<file path="src/common/snake_pkg.sv">
package snake_pkg;

    localparam int coord_width = 10;   // Screen counter width

    // Horizontal timing in pixels
    localparam logic [coord_width-1:0] h_total      = 10'd800;
    localparam logic [coord_width-1:0] h_active     = 10'd640;
    localparam logic [coord_width-1:0] h_sync_start = 10'd656;
    localparam logic [coord_width-1:0] h_sync_end   = 10'd752;

    // Vertical timing in lines
    localparam logic [coord_width-1:0] v_total      = 10'd525;
    localparam logic [coord_width-1:0] v_active     = 10'd480;
    localparam logic [coord_width-1:0] v_sync_start = 10'd490;
    localparam logic [coord_width-1:0] v_sync_end   = 10'd492;

    localparam int block_size  = 5;     // Pixels per block side
    localparam int grid_cols   = 124;
    localparam int grid_rows   = 81;
    localparam int block_width = 7;     // Block coordinate width
    localparam int max_length   = 16;   // Segment table capacity
    localparam int length_width = 5;    // Holds 0..16

    localparam logic [coord_width-1:0] area_x0 = 10'd58;
    localparam logic [coord_width-1:0] area_y0 = 10'd43;
    // First pixel past the playfield on each axis
    localparam logic [coord_width-1:0] area_x_end = coord_width'(58 + grid_cols * block_size);
    localparam logic [coord_width-1:0] area_y_end = coord_width'(43 + grid_rows * block_size);

    typedef enum logic [2:0] {none, head, body, tail, fruit} figure_kind;

    // 5x5 sprites, pixel 0 in bits 49:48, one 10-bit group per row
    localparam logic [49:0] sprite_head = {10'b00_10_10_10_00, 10'b10_11_10_11_10,
        10'b10_10_10_10_10, 10'b10_10_10_10_10, 10'b00_10_10_10_00};
    localparam logic [49:0] sprite_body = {10'b00_01_01_01_00, 10'b01_01_10_01_01,
        10'b01_10_01_10_01, 10'b01_01_10_01_01, 10'b00_01_01_01_00};
    localparam logic [49:0] sprite_tail = {10'b00_00_01_00_00, 10'b00_01_01_01_00,
        10'b01_01_01_01_01, 10'b00_01_01_01_00, 10'b00_00_01_00_00};
    localparam logic [49:0] sprite_fruit = {10'b00_00_01_00_00, 10'b00_11_11_11_00,
        10'b11_11_10_11_11, 10'b11_11_11_11_11, 10'b00_11_11_11_00};

    // RGB 3-3-2 colors
    localparam logic [7:0] palette_1    = 8'h1C;   // Green
    localparam logic [7:0] palette_2    = 8'hFC;   // Yellow
    localparam logic [7:0] palette_3    = 8'hE0;   // Red
    localparam logic [7:0] color_field  = 8'h04;
    localparam logic [7:0] color_border = 8'hB6;
    localparam logic [7:0] color_blank  = 8'h00;

endpackage

</file>
<file path="src/design/vga_timing.sv">
module vga_timing (
    input  logic                                clock_25,
    input  logic                                reset,
    output logic [snake_pkg::coord_width-1:0]   pixel_x,
    output logic [snake_pkg::coord_width-1:0]   pixel_y,
    output logic                                frame_start
);

    logic line_end;
    logic frame_end;

    assign line_end  = (pixel_x == snake_pkg::h_total - 1'b1);
    assign frame_end = (pixel_y == snake_pkg::v_total - 1'b1);

    // Pixel counter along the line
    always_ff @(posedge clock_25 or negedge reset) begin
        if (!reset) begin
            pixel_x <= '0;
        end else if (line_end) begin
            pixel_x <= '0;
        end else begin
            pixel_x <= pixel_x + 1'b1;
        end
    end

    // Line counter, steps once per line
    always_ff @(posedge clock_25 or negedge reset) begin
        if (!reset) begin
            pixel_y <= '0;
        end else if (line_end) begin
            if (frame_end) begin
                pixel_y <= '0;
            end else begin
                pixel_y <= pixel_y + 1'b1;
            end
        end
    end

    // One cycle long, while both counters sit at the origin
    assign frame_start = (pixel_x == '0) && (pixel_y == '0);

endmodule

</file>
<file path="src/snake_input/segment_loader.sv">
module segment_loader (
    input  logic                                clock_25,
    input  logic                                reset,
    input  logic [snake_pkg::block_width-1:0]   seg_x,
    input  logic [snake_pkg::block_width-1:0]   seg_y,
    input  logic                                seg_last,
    input  logic                                seg_req,
    output logic                                seg_ack,
    input  logic [snake_pkg::block_width-1:0]   fruit_x,
    input  logic [snake_pkg::block_width-1:0]   fruit_y,
    input  logic                                frame_start,
    output logic [snake_pkg::block_width-1:0]   snake_x [snake_pkg::max_length],
    output logic [snake_pkg::block_width-1:0]   snake_y [snake_pkg::max_length],
    output logic [snake_pkg::length_width-1:0]  snake_length,
    output logic [snake_pkg::block_width-1:0]   shown_fruit_x,
    output logic [snake_pkg::block_width-1:0]   shown_fruit_y
);

    typedef enum logic {idle, wait_release} load_state;

    load_state                          state;
    logic [snake_pkg::length_width-1:0] write_index;     // Saturates at max_length
    logic [snake_pkg::length_width-1:0] pending_length;
    logic [snake_pkg::block_width-1:0]  pending_x [snake_pkg::max_length];
    logic [snake_pkg::block_width-1:0]  pending_y [snake_pkg::max_length];
    logic                               has_room;

    assign has_room = int'(write_index) < snake_pkg::max_length;

    // Handshake FSM and pending length
    always_ff @(posedge clock_25 or negedge reset) begin
        if (!reset) begin
            state          <= idle;
            seg_ack        <= 1'b0;
            write_index    <= '0;
            pending_length <= '0;
        end else begin
            case (state)
                idle: if (seg_req) begin
                    seg_ack <= 1'b1;
                    state   <= wait_release;
                    if (seg_last) begin
                        // Entry count, dropped extras not included
                        pending_length <= has_room ? write_index + 1'b1 : write_index;
                        write_index    <= '0;
                    end else if (has_room) begin
                        write_index <= write_index + 1'b1;
                    end
                end
                wait_release: if (!seg_req) begin
                    seg_ack <= 1'b0;
                    state   <= idle;
                end
                default: state <= idle;
            endcase
        end
    end

    always_ff @(posedge clock_25) begin
        if (state == idle && seg_req && has_room) begin
            pending_x[write_index[3:0]] <= seg_x;
            pending_y[write_index[3:0]] <= seg_y;
        end
    end

    // Frame start commit of the list and fruit
    always_ff @(posedge clock_25 or negedge reset) begin
        if (!reset) begin
            snake_length <= '0;            // Nothing drawn before the first list
        end else if (frame_start) begin
            snake_length <= pending_length;
        end
    end

    always_ff @(posedge clock_25) begin
        if (frame_start) begin
            snake_x       <= pending_x;
            snake_y       <= pending_y;
            shown_fruit_x <= fruit_x;
            shown_fruit_y <= fruit_y;
        end
    end

endmodule

</file>
<file path="src/graphic/block_tracker.sv">
module block_tracker (
    input  logic                                clock_25,
    input  logic                                reset,
    input  logic [snake_pkg::coord_width-1:0]   pixel_x,
    input  logic [snake_pkg::coord_width-1:0]   pixel_y,
    output logic [snake_pkg::block_width-1:0]   block_col,
    output logic [snake_pkg::block_width-1:0]   block_row,
    output logic [2:0]                          offset_x,
    output logic [2:0]                          offset_y,
    output logic                                in_area
);

    logic x_inside;
    logic y_inside;
    logic last_x;    // Last pixel column of a block
    logic last_y;

    assign x_inside = (pixel_x >= snake_pkg::area_x0) && (pixel_x < snake_pkg::area_x_end);
    assign y_inside = (pixel_y >= snake_pkg::area_y0) && (pixel_y < snake_pkg::area_y_end);
    assign last_x   = (offset_x == 3'(snake_pkg::block_size - 1));
    assign last_y   = (offset_y == 3'(snake_pkg::block_size - 1));

    // Column tracking, restarts at the left edge of the playfield
    always_ff @(posedge clock_25 or negedge reset) begin
        if (!reset) begin
            block_col <= '0;
            offset_x  <= '0;
        end else if (pixel_x == snake_pkg::area_x0) begin
            block_col <= '0;
            offset_x  <= '0;
        end else if (x_inside) begin
            if (last_x) begin
                block_col <= block_col + 1'b1;
                offset_x  <= '0;
            end else begin
                offset_x <= offset_x + 1'b1;
            end
        end
    end

    // Row tracking, steps once per line at the line boundary
    always_ff @(posedge clock_25 or negedge reset) begin
        if (!reset) begin
            block_row <= '0;
            offset_y  <= '0;
        end else if (pixel_x == '0) begin
            if (pixel_y == snake_pkg::area_y0) begin
                block_row <= '0;
                offset_y  <= '0;
            end else if (y_inside) begin
                if (last_y) begin
                    block_row <= block_row + 1'b1;
                    offset_y  <= '0;
                end else begin
                    offset_y <= offset_y + 1'b1;
                end
            end
        end
    end

    always_ff @(posedge clock_25 or negedge reset) begin
        if (!reset) begin
            in_area <= 1'b0;
        end else begin
            in_area <= x_inside && y_inside;
        end
    end

endmodule

</file>
<file path="src/graphic/figure_match.sv">
module figure_match (
    input  logic                                clock_25,
    input  logic                                reset,
    input  logic [snake_pkg::block_width-1:0]   block_col,
    input  logic [snake_pkg::block_width-1:0]   block_row,
    input  logic [2:0]                          offset_x,
    input  logic [2:0]                          offset_y,
    input  logic                                in_area,
    input  logic [snake_pkg::block_width-1:0]   snake_x [snake_pkg::max_length],
    input  logic [snake_pkg::block_width-1:0]   snake_y [snake_pkg::max_length],
    input  logic [snake_pkg::length_width-1:0]  snake_length,
    input  logic [snake_pkg::block_width-1:0]   shown_fruit_x,
    input  logic [snake_pkg::block_width-1:0]   shown_fruit_y,
    output snake_pkg::figure_kind               figure,
    output logic [4:0]                          offset_index
);

    logic head_hit;
    logic tail_hit;
    logic body_hit;
    logic fruit_hit;

    // Every live entry compared at once
    always_comb begin
        head_hit = 1'b0;
        tail_hit = 1'b0;
        body_hit = 1'b0;
        for (int i = 0; i < snake_pkg::max_length; i++) begin
            if (i < int'(snake_length) && snake_x[i] == block_col
                    && snake_y[i] == block_row) begin
                if (i == 0) begin
                    head_hit = 1'b1;
                end else if (i == int'(snake_length) - 1) begin
                    tail_hit = 1'b1;                 // Only reachable with length 2 or more
                end else begin
                    body_hit = 1'b1;
                end
            end
        end
    end

    // Fruit hidden until a list has been committed
    assign fruit_hit = (snake_length != '0) && (shown_fruit_x == block_col)
        && (shown_fruit_y == block_row);

    always_ff @(posedge clock_25 or negedge reset) begin
        if (!reset) begin
            figure       <= snake_pkg::none;
            offset_index <= '0;
        end else begin
            offset_index <= {offset_y, 2'b00} + offset_y + offset_x;   // offset_y*5 + offset_x
            if (!in_area) begin
                figure <= snake_pkg::none;
            end else if (head_hit) begin
                figure <= snake_pkg::head;
            end else if (tail_hit) begin
                figure <= snake_pkg::tail;
            end else if (fruit_hit) begin
                figure <= snake_pkg::fruit;
            end else if (body_hit) begin
                figure <= snake_pkg::body;
            end else begin
                figure <= snake_pkg::none;
            end
        end
    end

endmodule

</file>
<file path="src/graphic/sprite_rom.sv">
module sprite_rom (
    input  snake_pkg::figure_kind figure,
    output logic [49:0]           sprite
);

    // Sprite lookup by figure kind
    always_comb begin
        case (figure)
            snake_pkg::head:  sprite = snake_pkg::sprite_head;
            snake_pkg::body:  sprite = snake_pkg::sprite_body;
            snake_pkg::tail:  sprite = snake_pkg::sprite_tail;
            snake_pkg::fruit: sprite = snake_pkg::sprite_fruit;
            default:          sprite = '0;   // Empty block, all field color
        endcase
    end

endmodule

</file>
<file path="src/design/pixel_output.sv">
module pixel_output (
    input  logic                                clock_25,
    input  logic                                reset,
    input  logic [49:0]                         sprite,
    input  logic [4:0]                          offset_index,
    input  logic                                in_area,
    input  logic [snake_pkg::coord_width-1:0]   pixel_x,
    input  logic [snake_pkg::coord_width-1:0]   pixel_y,
    output logic [7:0]                          rgb,
    output logic                                hsync,
    output logic                                vsync,
    output logic                                active
);

    logic [snake_pkg::coord_width-1:0] pixel_x_mid;
    logic [snake_pkg::coord_width-1:0] pixel_y_mid;
    logic [snake_pkg::coord_width-1:0] pixel_x_late;   // Aligned with the figure stage
    logic [snake_pkg::coord_width-1:0] pixel_y_late;
    logic                              in_area_late;
    logic [5:0]                        code_msb;
    logic [1:0]                        code;
    logic                              visible;
    logic [7:0]                        color;

    always_ff @(posedge clock_25 or negedge reset) begin
        if (!reset) begin
            pixel_x_mid  <= '0;
            pixel_y_mid  <= '0;
            pixel_x_late <= '0;
            pixel_y_late <= '0;
            in_area_late <= 1'b0;
        end else begin
            pixel_x_mid  <= pixel_x;
            pixel_y_mid  <= pixel_y;
            pixel_x_late <= pixel_x_mid;
            pixel_y_late <= pixel_y_mid;
            in_area_late <= in_area;
        end
    end

    assign code_msb = 6'd49 - {offset_index, 1'b0};   // Pixel 0 in the top bits
    assign code     = sprite[code_msb -: 2];
    assign visible  = (pixel_x_late < snake_pkg::h_active) && (pixel_y_late < snake_pkg::v_active);

    always_comb begin
        if (!visible) begin
            color = snake_pkg::color_blank;
        end else if (!in_area_late) begin
            color = snake_pkg::color_border;
        end else begin
            case (code)
                2'd1:    color = snake_pkg::palette_1;
                2'd2:    color = snake_pkg::palette_2;
                2'd3:    color = snake_pkg::palette_3;
                default: color = snake_pkg::color_field;
            endcase
        end
    end

    // Syncs are active low
    always_ff @(posedge clock_25 or negedge reset) begin
        if (!reset) begin
            rgb    <= '0;
            hsync  <= 1'b1;
            vsync  <= 1'b1;
            active <= 1'b0;
        end else begin
            rgb    <= color;
            hsync  <= !(pixel_x_late >= snake_pkg::h_sync_start
                && pixel_x_late < snake_pkg::h_sync_end);
            vsync  <= !(pixel_y_late >= snake_pkg::v_sync_start
                && pixel_y_late < snake_pkg::v_sync_end);
            active <= visible;
        end
    end

endmodule

</file>
<file path="src/design/snake_display_top.sv">
module snake_display_top (
    input  logic                                clock_25,
    input  logic                                reset,
    input  logic [snake_pkg::block_width-1:0]   seg_x,
    input  logic [snake_pkg::block_width-1:0]   seg_y,
    input  logic                                seg_last,
    input  logic                                seg_req,
    output logic                                seg_ack,
    input  logic [snake_pkg::block_width-1:0]   fruit_x,
    input  logic [snake_pkg::block_width-1:0]   fruit_y,
    output logic [7:0]                          rgb,
    output logic                                hsync,
    output logic                                vsync,
    output logic                                active
);

    logic [snake_pkg::coord_width-1:0]  pixel_x;
    logic [snake_pkg::coord_width-1:0]  pixel_y;
    logic                               frame_start;
    logic [snake_pkg::block_width-1:0]  snake_x [snake_pkg::max_length];
    logic [snake_pkg::block_width-1:0]  snake_y [snake_pkg::max_length];
    logic [snake_pkg::length_width-1:0] snake_length;
    logic [snake_pkg::block_width-1:0]  shown_fruit_x;
    logic [snake_pkg::block_width-1:0]  shown_fruit_y;
    logic [snake_pkg::block_width-1:0]  block_col;
    logic [snake_pkg::block_width-1:0]  block_row;
    logic [2:0]                         offset_x;
    logic [2:0]                         offset_y;
    logic                               in_area;
    snake_pkg::figure_kind              figure;
    logic [4:0]                         offset_index;
    logic [49:0]                        sprite;

    vga_timing timing (.clock_25, .reset, .pixel_x, .pixel_y, .frame_start);

    segment_loader loader (
        .clock_25, .reset, .seg_x, .seg_y, .seg_last, .seg_req, .seg_ack,
        .fruit_x, .fruit_y, .frame_start, .snake_x, .snake_y, .snake_length,
        .shown_fruit_x, .shown_fruit_y
    );

    block_tracker tracker (
        .clock_25, .reset, .pixel_x, .pixel_y, .block_col, .block_row,
        .offset_x, .offset_y, .in_area
    );

    figure_match matcher (
        .clock_25, .reset, .block_col, .block_row, .offset_x, .offset_y, .in_area,
        .snake_x, .snake_y, .snake_length, .shown_fruit_x, .shown_fruit_y,
        .figure, .offset_index
    );

    sprite_rom rom (.figure, .sprite);

    pixel_output out_stage (
        .clock_25, .reset, .sprite, .offset_index, .in_area, .pixel_x, .pixel_y,
        .rgb, .hsync, .vsync, .active
    );

endmodule

</file>
<file path="config.mk">
export PLATFORM = sky130hd
export DESIGN_NAME = snake_display_top
export DESIGN_NICKNAME = d
export VERILOG_FILES = /design/src/common/snake_pkg.sv /design/src/design/vga_timing.sv /design/src/snake_input/segment_loader.sv /design/src/graphic/block_tracker.sv /design/src/graphic/figure_match.sv /design/src/graphic/sprite_rom.sv /design/src/design/pixel_output.sv /design/src/design/snake_display_top.sv
export SDC_FILE = /design/constraint.sdc
export NUM_CORES = 1
export LEC_CHECK = 0
export BUFFER_PORTS_ARGS = -buffer_cell sky130_fd_sc_hd__clkbuf_2
export CORE_ASPECT_RATIO = 2
export CORE_MARGIN = 2
export CORE_UTILIZATION = 60
export CTS_CLUSTER_DIAMETER = 100
export CTS_CLUSTER_SIZE = 28
export DETAILED_ROUTE_END_ITERATION = 8
export GPL_TIMING_DRIVEN = 1
export PLACE_DENSITY = 0.74
export SLEW_MARGIN = 20
export SYNTH_ARGS = -nofsm -noshare
export SYNTH_HDL_FRONTEND = slang
export SYNTH_HIERARCHICAL = 1
export SYNTH_SLANG_ARGS = --single-unit
</file>
<file path="constraint.sdc">
create_clock -name clock_25 -period 32.9 [get_ports clock_25]
set_clock_uncertainty 0.2 [all_clocks]
set_input_delay 3.29 -clock clock_25 [delete_from_list [all_inputs] [get_ports clock_25]]
set_output_delay 3.29 -clock clock_25 [all_outputs]
set_load 0.02 [all_outputs]
</file>
==> results of run 1 <==
-- worst max-delay path, stage by stage --
cell and delay, ps:
clkbuf_2 110, ha_1 330, and2b_1 280, nand2_1 350, nor2_1 950
-- cells in the final DEF, fill, tap and decap left out, drive strengths merged, types with 8 or more instances in the layout --
cell	synthesis	final
buf	84	22
nor3	28	28
nor2	56	56
nand4	43	43
and3	8	8
mux2	15	15
o22ai	10	10
clkbuf	8	84
dfrtp	104	104
edfxtp	462	462
a211oi	11	11
a21oi	26	26
xnor2	117	117
xor2	141	141
nand2b	11	11
conb	2	9
inv	30	31
nor4	39	39
or3	12	12
o21ai	30	30
ha	23	23
or4	9	9
a31oi	8	8
nor2b	12	12
nand2	48	48
mux2i	8	8
nand3	26	26
-- kinds of logic after synthesis --
group / Yosys count / share of synthesized area
xor gates and xnor gates: 258 / 0.0988
other: 2 / 0.000327
AOI/OAI and AO/OA: 136 / 0.0398
adders and majority gates: 25 / 0.0143
buffers and inverters: 122 / 0.0333
and+or+nand+nor: 313 / 0.0770
muxes: 28 / 0.0164
DFF: 568 / 0.720
-- routing by layer --
| metal | global-route usage | share of wire | vias up |
|---|---|---|---|
| li1 | - | - | 5295 |
| met1 | 0.276 | 0.34 | 5902 |
| met2 | 0.475 | 0.55 | 457 |
| met3 | 0.0268 | 0.058 | 151 |
| met4 | 0.116 | 0.051 | 0 |
| met5 | 0 | 0 | - |
-- area by class of cell --
cell class,instances,area (sq um)
Sequential cell,568,16500
Fill cell,2701,13900
Timing Repair Buffer,63,374
Clock buffer,43,693
Tap cell,463,579
Clock inverter,1,20.0
Multi-Input combinational cell,769,5740
Inverter,30,113
-- power breakdown --
part	total, mW	internal (mW)	switching [mW]
Combinational	0.0313	0.00676	0.0245
Sequential	0.787	0.780	0.00624
Clock	0.351	0.146	0.205
Total	1.17	0.933	0.235
-- path summary, 6_finish.rpt --
kind                                           from                         to
max                                         seg_req       loader/pending_y[60]
min                        out_stage/pixel_x_mid[8]  out_stage/pixel_x_late[8]
max reg2reg                       timing/pixel_x[5]         loader/snake_x[70]
min reg2reg                out_stage/pixel_x_mid[8]  out_stage/pixel_x_late[8]
max in group asynchronous                     reset           out_stage/rgb[2]
min in group asynchronous                     reset          timing/pixel_x[4]
-- sequential cells by signal, summed over array words and instances, names as in the netlist, 7 cells and up --
| register | cells |
|---|---|
| tracker/block_row | 7 |
| out_stage/pixel_y_late | 9 |
| timing/pixel_y | 10 |
| loader/shown_fruit_y | 7 |
| out_stage/pixel_y_mid | 9 |
| loader/snake_x | 112 |
| loader/snake_y | 112 |
| loader/pending_x | 112 |
| timing/pixel_x | 10 |
| loader/shown_fruit_x | 7 |
| loader/pending_y | 112 |
| tracker/block_col | 7 |
-- through the flow --
stage,instances,util
CTS,1937,0.633
finish,1937,0.634
detailed placement,1893,0.615
global placement,1893,0.615
global route,1937,0.634
floorplan,1459,-
==> results.py, run 1 <==
metrics = {
    "outcome": {
        "outcome": "finished, final reports clean",
    },
    "global_route": {
        "grt_max_degree": 95,
        "grt_overflow": 0,
        "grt_pass1_wl_um": 71300,
        "grt_pass1_vias": 11700,
        "grt_usage": 0.250,
        "antenna_found_initial": 0,
    },
    "worst_setup_path": {
        "reg2reg_slack_ps": 28970,
        "crit_arrival_ps": 5320,
        "critPathRequiredTime_ps": 32900,
        "crit_path_max_fanout": 14,
        "ff2ff_path_depth": 5,
        "start_kind": "input pin",
        "worstSetupPathType": "in2reg",
        "end_kind": "flip-flop",
    },
    "floorplanning": {
        "fp.dieW_um": 142,
        "core-area_sq_um": 37900,
        "die_h_um": 281,
        "dieArea_sq_um": 39900,
        "rows": 101,
        "boundaryPins": 44,
        "initial_core_util": 0.605,
    },
    "cts": {
        "clkSinkCount": 568,
        "path_clk_slew_ps": 100,
        "cts_buffer_depth": 3,
        "h-tree-depth": 1,
        "cts_tree": "yes",
        "cts_made_buffers": 24,
        "cts_setup_buffers": 0,
        "cts-root-buf": "clkbuf_16",
        "worstSkewPairLatency_ps": 590,
        "cts_resized": 0,
        "cts_hold_buf": 0,
    },
    "timing": {
        "hold_slack_ps": 156,
        "min_period_over_period": 0.162,
        "tns_ps": 0,
        "period_minus_slack_ps": 5320,
        "slew_violations": 0,
        "max_slew.worst_pin.slew_ps": 1140,
        "setup_ws_ps": 27580,
        "fmax_mhz": 188,
        "finalSetupViolCount": 0,
        "hold_viol": 0,
        "rsz0062_at_grt": "no",
        "relSlewSlack": 0.237,
    },
    "min_path": {
        "worstHoldPathCells": 0,
        "hp-class": "reg2reg",
    },
    "synthesis": {
        "syn_avg_cell_area_sq_um": 15.8,
        "ys.flop_type": "edfxtp_1",
        "netlist.area_leader.share": 0.604,
        "synth.area.top_cells": "edfxtp_1 60%, dfrtp_1 11%, xor2_1 5.3%",
        "ys_types": 91,
        "ys_seq_elements": 568,
        "synth_commonest_cells": "462 x edfxtp_1, 140 x xor2_1, 117 x xnor2_1, 104 x dfrtp_1, 59 x buf_4",
        "synth_area_sq_um": 23000,
        "ys_async_sr_fraction": 0.187,
        "synth_cells": 1452,
        "ys_seq_area_frac": 0.720,
        "yosysMostFrequentCell": "edfxtp_1",
        "yosysWarnings": 6,
        "synth_top_cell_by_area": "edfxtp_1",
        "synth_edf_count": 462,
    },
    "placed_design": {
        "gp_congestion": 0.893,
        "dpl-instance-area_sq_um": 23300,
        "portBuffers": 42,
        "place_ws_ps": 26970,
        "dp_hpwl_um": 30200,
    },
    "routing": {
        "vias": 11800,
        "vias_per_cell": 6.09,
        "drtIter0Drc": 907,
        "drc": 0,
        "wl_per_cell_um": 25.3,
        "dr.pass1.iters": 7,
        "ant_nets": 0,
        "wl_um": 48900,
    },
    "pwr": {
        "peakVddDrop_mv": 0.0650,
        "power_mw": 1.17,
        "power.leakage_nw": 8.57,
        "powerDensity_nw_per_um2": 48.6,
    },
    "final_layout": {
        "num_antenna_cells": 0,
        "finish.net_count": 1513,
        "area_growth_pct": 4.79,
        "stdcell_area_sq_um": 24100,
        "drive_gt1_frac": 0.0984,
    },
    "flow_run": {
        "maxCapViolCount": 0,
    },
}
No activity file was read; power rests on OpenSTA's default activity.
==> run 2, diff against run 1 <==
--- a/config.mk
+++ b/config.mk
@@ -5,6 +5,7 @@
 export SDC_FILE = /design/constraint.sdc
 export NUM_CORES = 1
 export LEC_CHECK = 0
+export ABC_AREA = 1
 export BUFFER_PORTS_ARGS = -buffer_cell sky130_fd_sc_hd__clkbuf_2
 export CORE_ASPECT_RATIO = 2
 export CORE_MARGIN = 2
==> constraint.sdc (replaced) <==
create_clock -name clock_25 -period 5.21 [get_ports clock_25]
set_clock_uncertainty 0.2 [all_clocks]
set_input_delay 0.521 -clock clock_25 [delete_from_list [all_inputs] [get_ports clock_25]]
set_output_delay 0.521 -clock clock_25 [all_outputs]
set_load 0.02 [all_outputs]
==> run 2 against run 1 <==
Net effect:
- wire length increased by 20%
- cell area increased by 7.5%
- first-iteration DRC count increased by 15%
- worst hold slack got worse by 85 ps
- setup slack got worse by 25000 ps
- final cell count increased by 41%
- die area increased by 6.7%
- area after synthesis increased by 6.9%
- sequential cell count unchanged
- clock power increased to 6.4 times the previous value
- critical path depth increased by 2
- global-route usage increased by 2.9 points
- largest power group unchanged
==> results.py, run 2 <==
metrics = {
    "routing": {
        "drc": 0,
        "ant_nets": 0,
        "dr.pass1.iters": 5,
        "wl_um": 58700,
        "vias": 14900,
        "vias_per_cell": 5.48,
        "drtIter0Drc": 1042,
        "wl_per_cell_um": 21.6,
    },
    "global_route": {
        "grt_max_degree": 90,
        "grt_usage": 0.279,
        "grt_pass1_wl_um": 87400,
        "grt_overflow": 0,
        "grt_pass1_vias": 15100,
        "antenna_found_initial": 0,
    },
    "cts": {
        "cts_made_buffers": 24,
        "worstSkewPairLatency_ps": 590,
        "path_clk_slew_ps": 110,
        "cts_tree": "yes",
        "cts-root-buf": "clkbuf_16",
        "cts_resized": 0,
        "h-tree-depth": 1,
        "cts_buffer_depth": 3,
        "clkSinkCount": 568,
    },
    "floorplanning": {
        "initial_core_util": 0.608,
        "die_h_um": 290,
        "core-area_sq_um": 40300,
        "boundaryPins": 44,
        "fp.dieW_um": 147,
        "rows": 104,
        "dieArea_sq_um": 42600,
    },
    "min_path": {
        "hold_start": "seg_last",
        "hp-class": "in2reg",
        "worstHoldPathCells": 4,
        "min_to": "loader/write_index[3]",
    },
    "synthesis": {
        "netlist.area_leader.share": 0.566,
        "synth_edf_count": 462,
        "synth_cells": 2144,
        "synth.area.top_cells": "edfxtp_1 57%, dfrtp_1 11%, nand2_1 8.4%",
        "yosysWarnings": 6,
        "synth_area_sq_um": 24500,
        "synth_commonest_cells": "548 x nand2_1, 462 x edfxtp_1, 226 x inv_1, 195 x nor2_1, 117 x nand3_1",
        "ys_types": 47,
        "ys.flop_type": "edfxtp_1",
        "yosysMostFrequentCell": "nand2_1",
        "ys_seq_area_frac": 0.674,
        "synth_top_cell_by_area": "edfxtp_1",
        "ys_seq_elements": 568,
        "syn_avg_cell_area_sq_um": 11.4,
        "ys_async_sr_fraction": 0.187,
    },
    "placed_design": {
        "place_ws_ps": 2030,
        "dpl-instance-area_sq_um": 25000,
        "portBuffers": 42,
        "dp_hpwl_um": 39400,
        "gp_congestion": 0.961,
    },
    "outcome": {
        "outcome": "finished, final reports clean",
    },
    "final_layout": {
        "layout_commonest_cell": "nand2_1",
        "stdcell_area_sq_um": 25900,
        "area_growth_pct": 5.45,
        "n_fill_cell": 3111,
        "finish.net_count": 2231,
        "layout_common_cells": "548 x nand2_1, 462 x edfxtp_1, 223 x inv_1, 189 x nor2_1, 117 x nand3_1",
        "num_antenna_cells": 0,
        "drive_gt1_frac": 0.0935,
    },
    "timing": {
        "max_slew.worst_pin.slew_ps": 1040,
        "period_minus_slack_ps": 3110,
        "hold_viol": 0,
        "fmax_mhz": 322,
        "setup_ws_ps": 2100,
        "slew_violations": 0,
        "rsz0062_at_grt": "no",
        "finalSetupViolCount": 0,
        "relSlewSlack": 0.306,
        "min_period_over_period": 0.596,
    },
    "worst_setup_path": {
        "crit_arrival_ps": 3380,
        "start_kind": "flip-flop",
        "reg2reg_from": "timing/pixel_y[7]",
        "crit_path_max_fanout": 63,
        "worstSetupPathType": "reg2reg",
        "end_kind": "flip-flop",
        "reg2reg_slack_ps": 2100,
        "r2r-end": "loader/snake_length[0]",
        "critPathRequiredTime_ps": 5490,
        "ff2ff_path_depth": 7,
    },
    "pwr": {
        "power.leakage_nw": 10.4,
        "powerDensity_nw_per_um2": 284,
        "peakVddDrop_mv": 0.412,
    },
    "flow_run": {
        "maxCapViolCount": 0,
    },
}
==> run 2: timing repair <==
| action | in CTS | in global routing |
|---|---|---|
| buffers inserted | 0 | 0 |
| endpoints found under the hold margin | 90 | 0 |
| hold buffers | 16 | 0 |
==> run 2: power breakdown <==
group | internal (mW) | leakage (nW) | total [mW] | switching (mW)
logic | 0.0370 | 4.45 | 0.163 | 0.126
clock network | 0.922 | 0.340 | 2.25 | 1.33
registers | 4.92 | 5.56 | 4.93 | 0.0149
total | 5.88 | 10.4 | 7.35 | 1.47
==> run 2: kinds of logic (layout without fill, tap and decap cells) <==
group / Yosys count / count (layout) / share of synthesized area
AOI/OAI and AO/OA: 99 / 99 / 0.0223
other: 2 / 9 / 0.000306
muxes: 5 / 5 / 0.00230
DFF: 568 / 568 / 0.674
xor gates and xnor gates: 135 / 135 / 0.0488
and+or+nand+nor: 973 / 973 / 0.171
buffers and inverters: 337 / 378 / 0.0682
adders and majority gates: 25 / 25 / 0.0134
==> run 2: critical path, stage by stage (launching register included) <==
cell	delay [ps]
dfrtp_1	460
inv_1	130
nand2_1	70
nor3_2	220
nand4_1	190
nor3_4	530
buf_4	720
mux2_2	410
==> run 2: worst max path at each step <==
stage / end / from / cells after the start
global route: out_stage/rgb[5] / matcher/offset_index[0] / 13
detailed placement: out_stage/rgb[5] / matcher/offset_index[0] / 13
floorplan: loader/snake_length[0] / timing/pixel_y[0] / 7
global placement: out_stage/rgb[5] / matcher/offset_index[0] / 13
CTS: out_stage/rgb[5] / matcher/offset_index[0] / 13
finish: loader/snake_length[0] / timing/pixel_y[7] / 7
==> run 2: through the flow <==
stage               utilization  total power, mW  TNS (ps)  instances  hold WS, ps
detailed placement        0.619             5.19         0       2662          136
global placement          0.619             5.18         0       2662          134
finish                    0.641             7.35         0       2722         71.1
CTS                       0.641             7.39         0       2722         56.1
global route              0.641             7.54         0       2722         86.5
floorplan                     -             5.08   -522100       2151         25.4
==> run 2: per-layer routing <==
| metal | track usage | vias to the layer above | wire length (um) |
|---|---|---|---|
| met2 | 0.543 | 478 | 33000 |
| met4 | 0.158 | 0 | 3810 |
| met5 | 0 | - | 0 |
| li1 | - | 7000 | - |
| met1 | 0.283 | 7258 | 19300 |
| met3 | 0.0285 | 169 | 2570 |
==> run 2: cell type report <==
cell class	count	area, sq um	share of cell area
sequential	568	16500	0.639
multi-input combinational	1246	6400	0.248
inverter	248	943	0.0365
clock buffer	42	689	0.0267
tap	530	663	0.0256
timing repair buffer	86	612	0.0237
clock inverter	2	25.0	0.000967
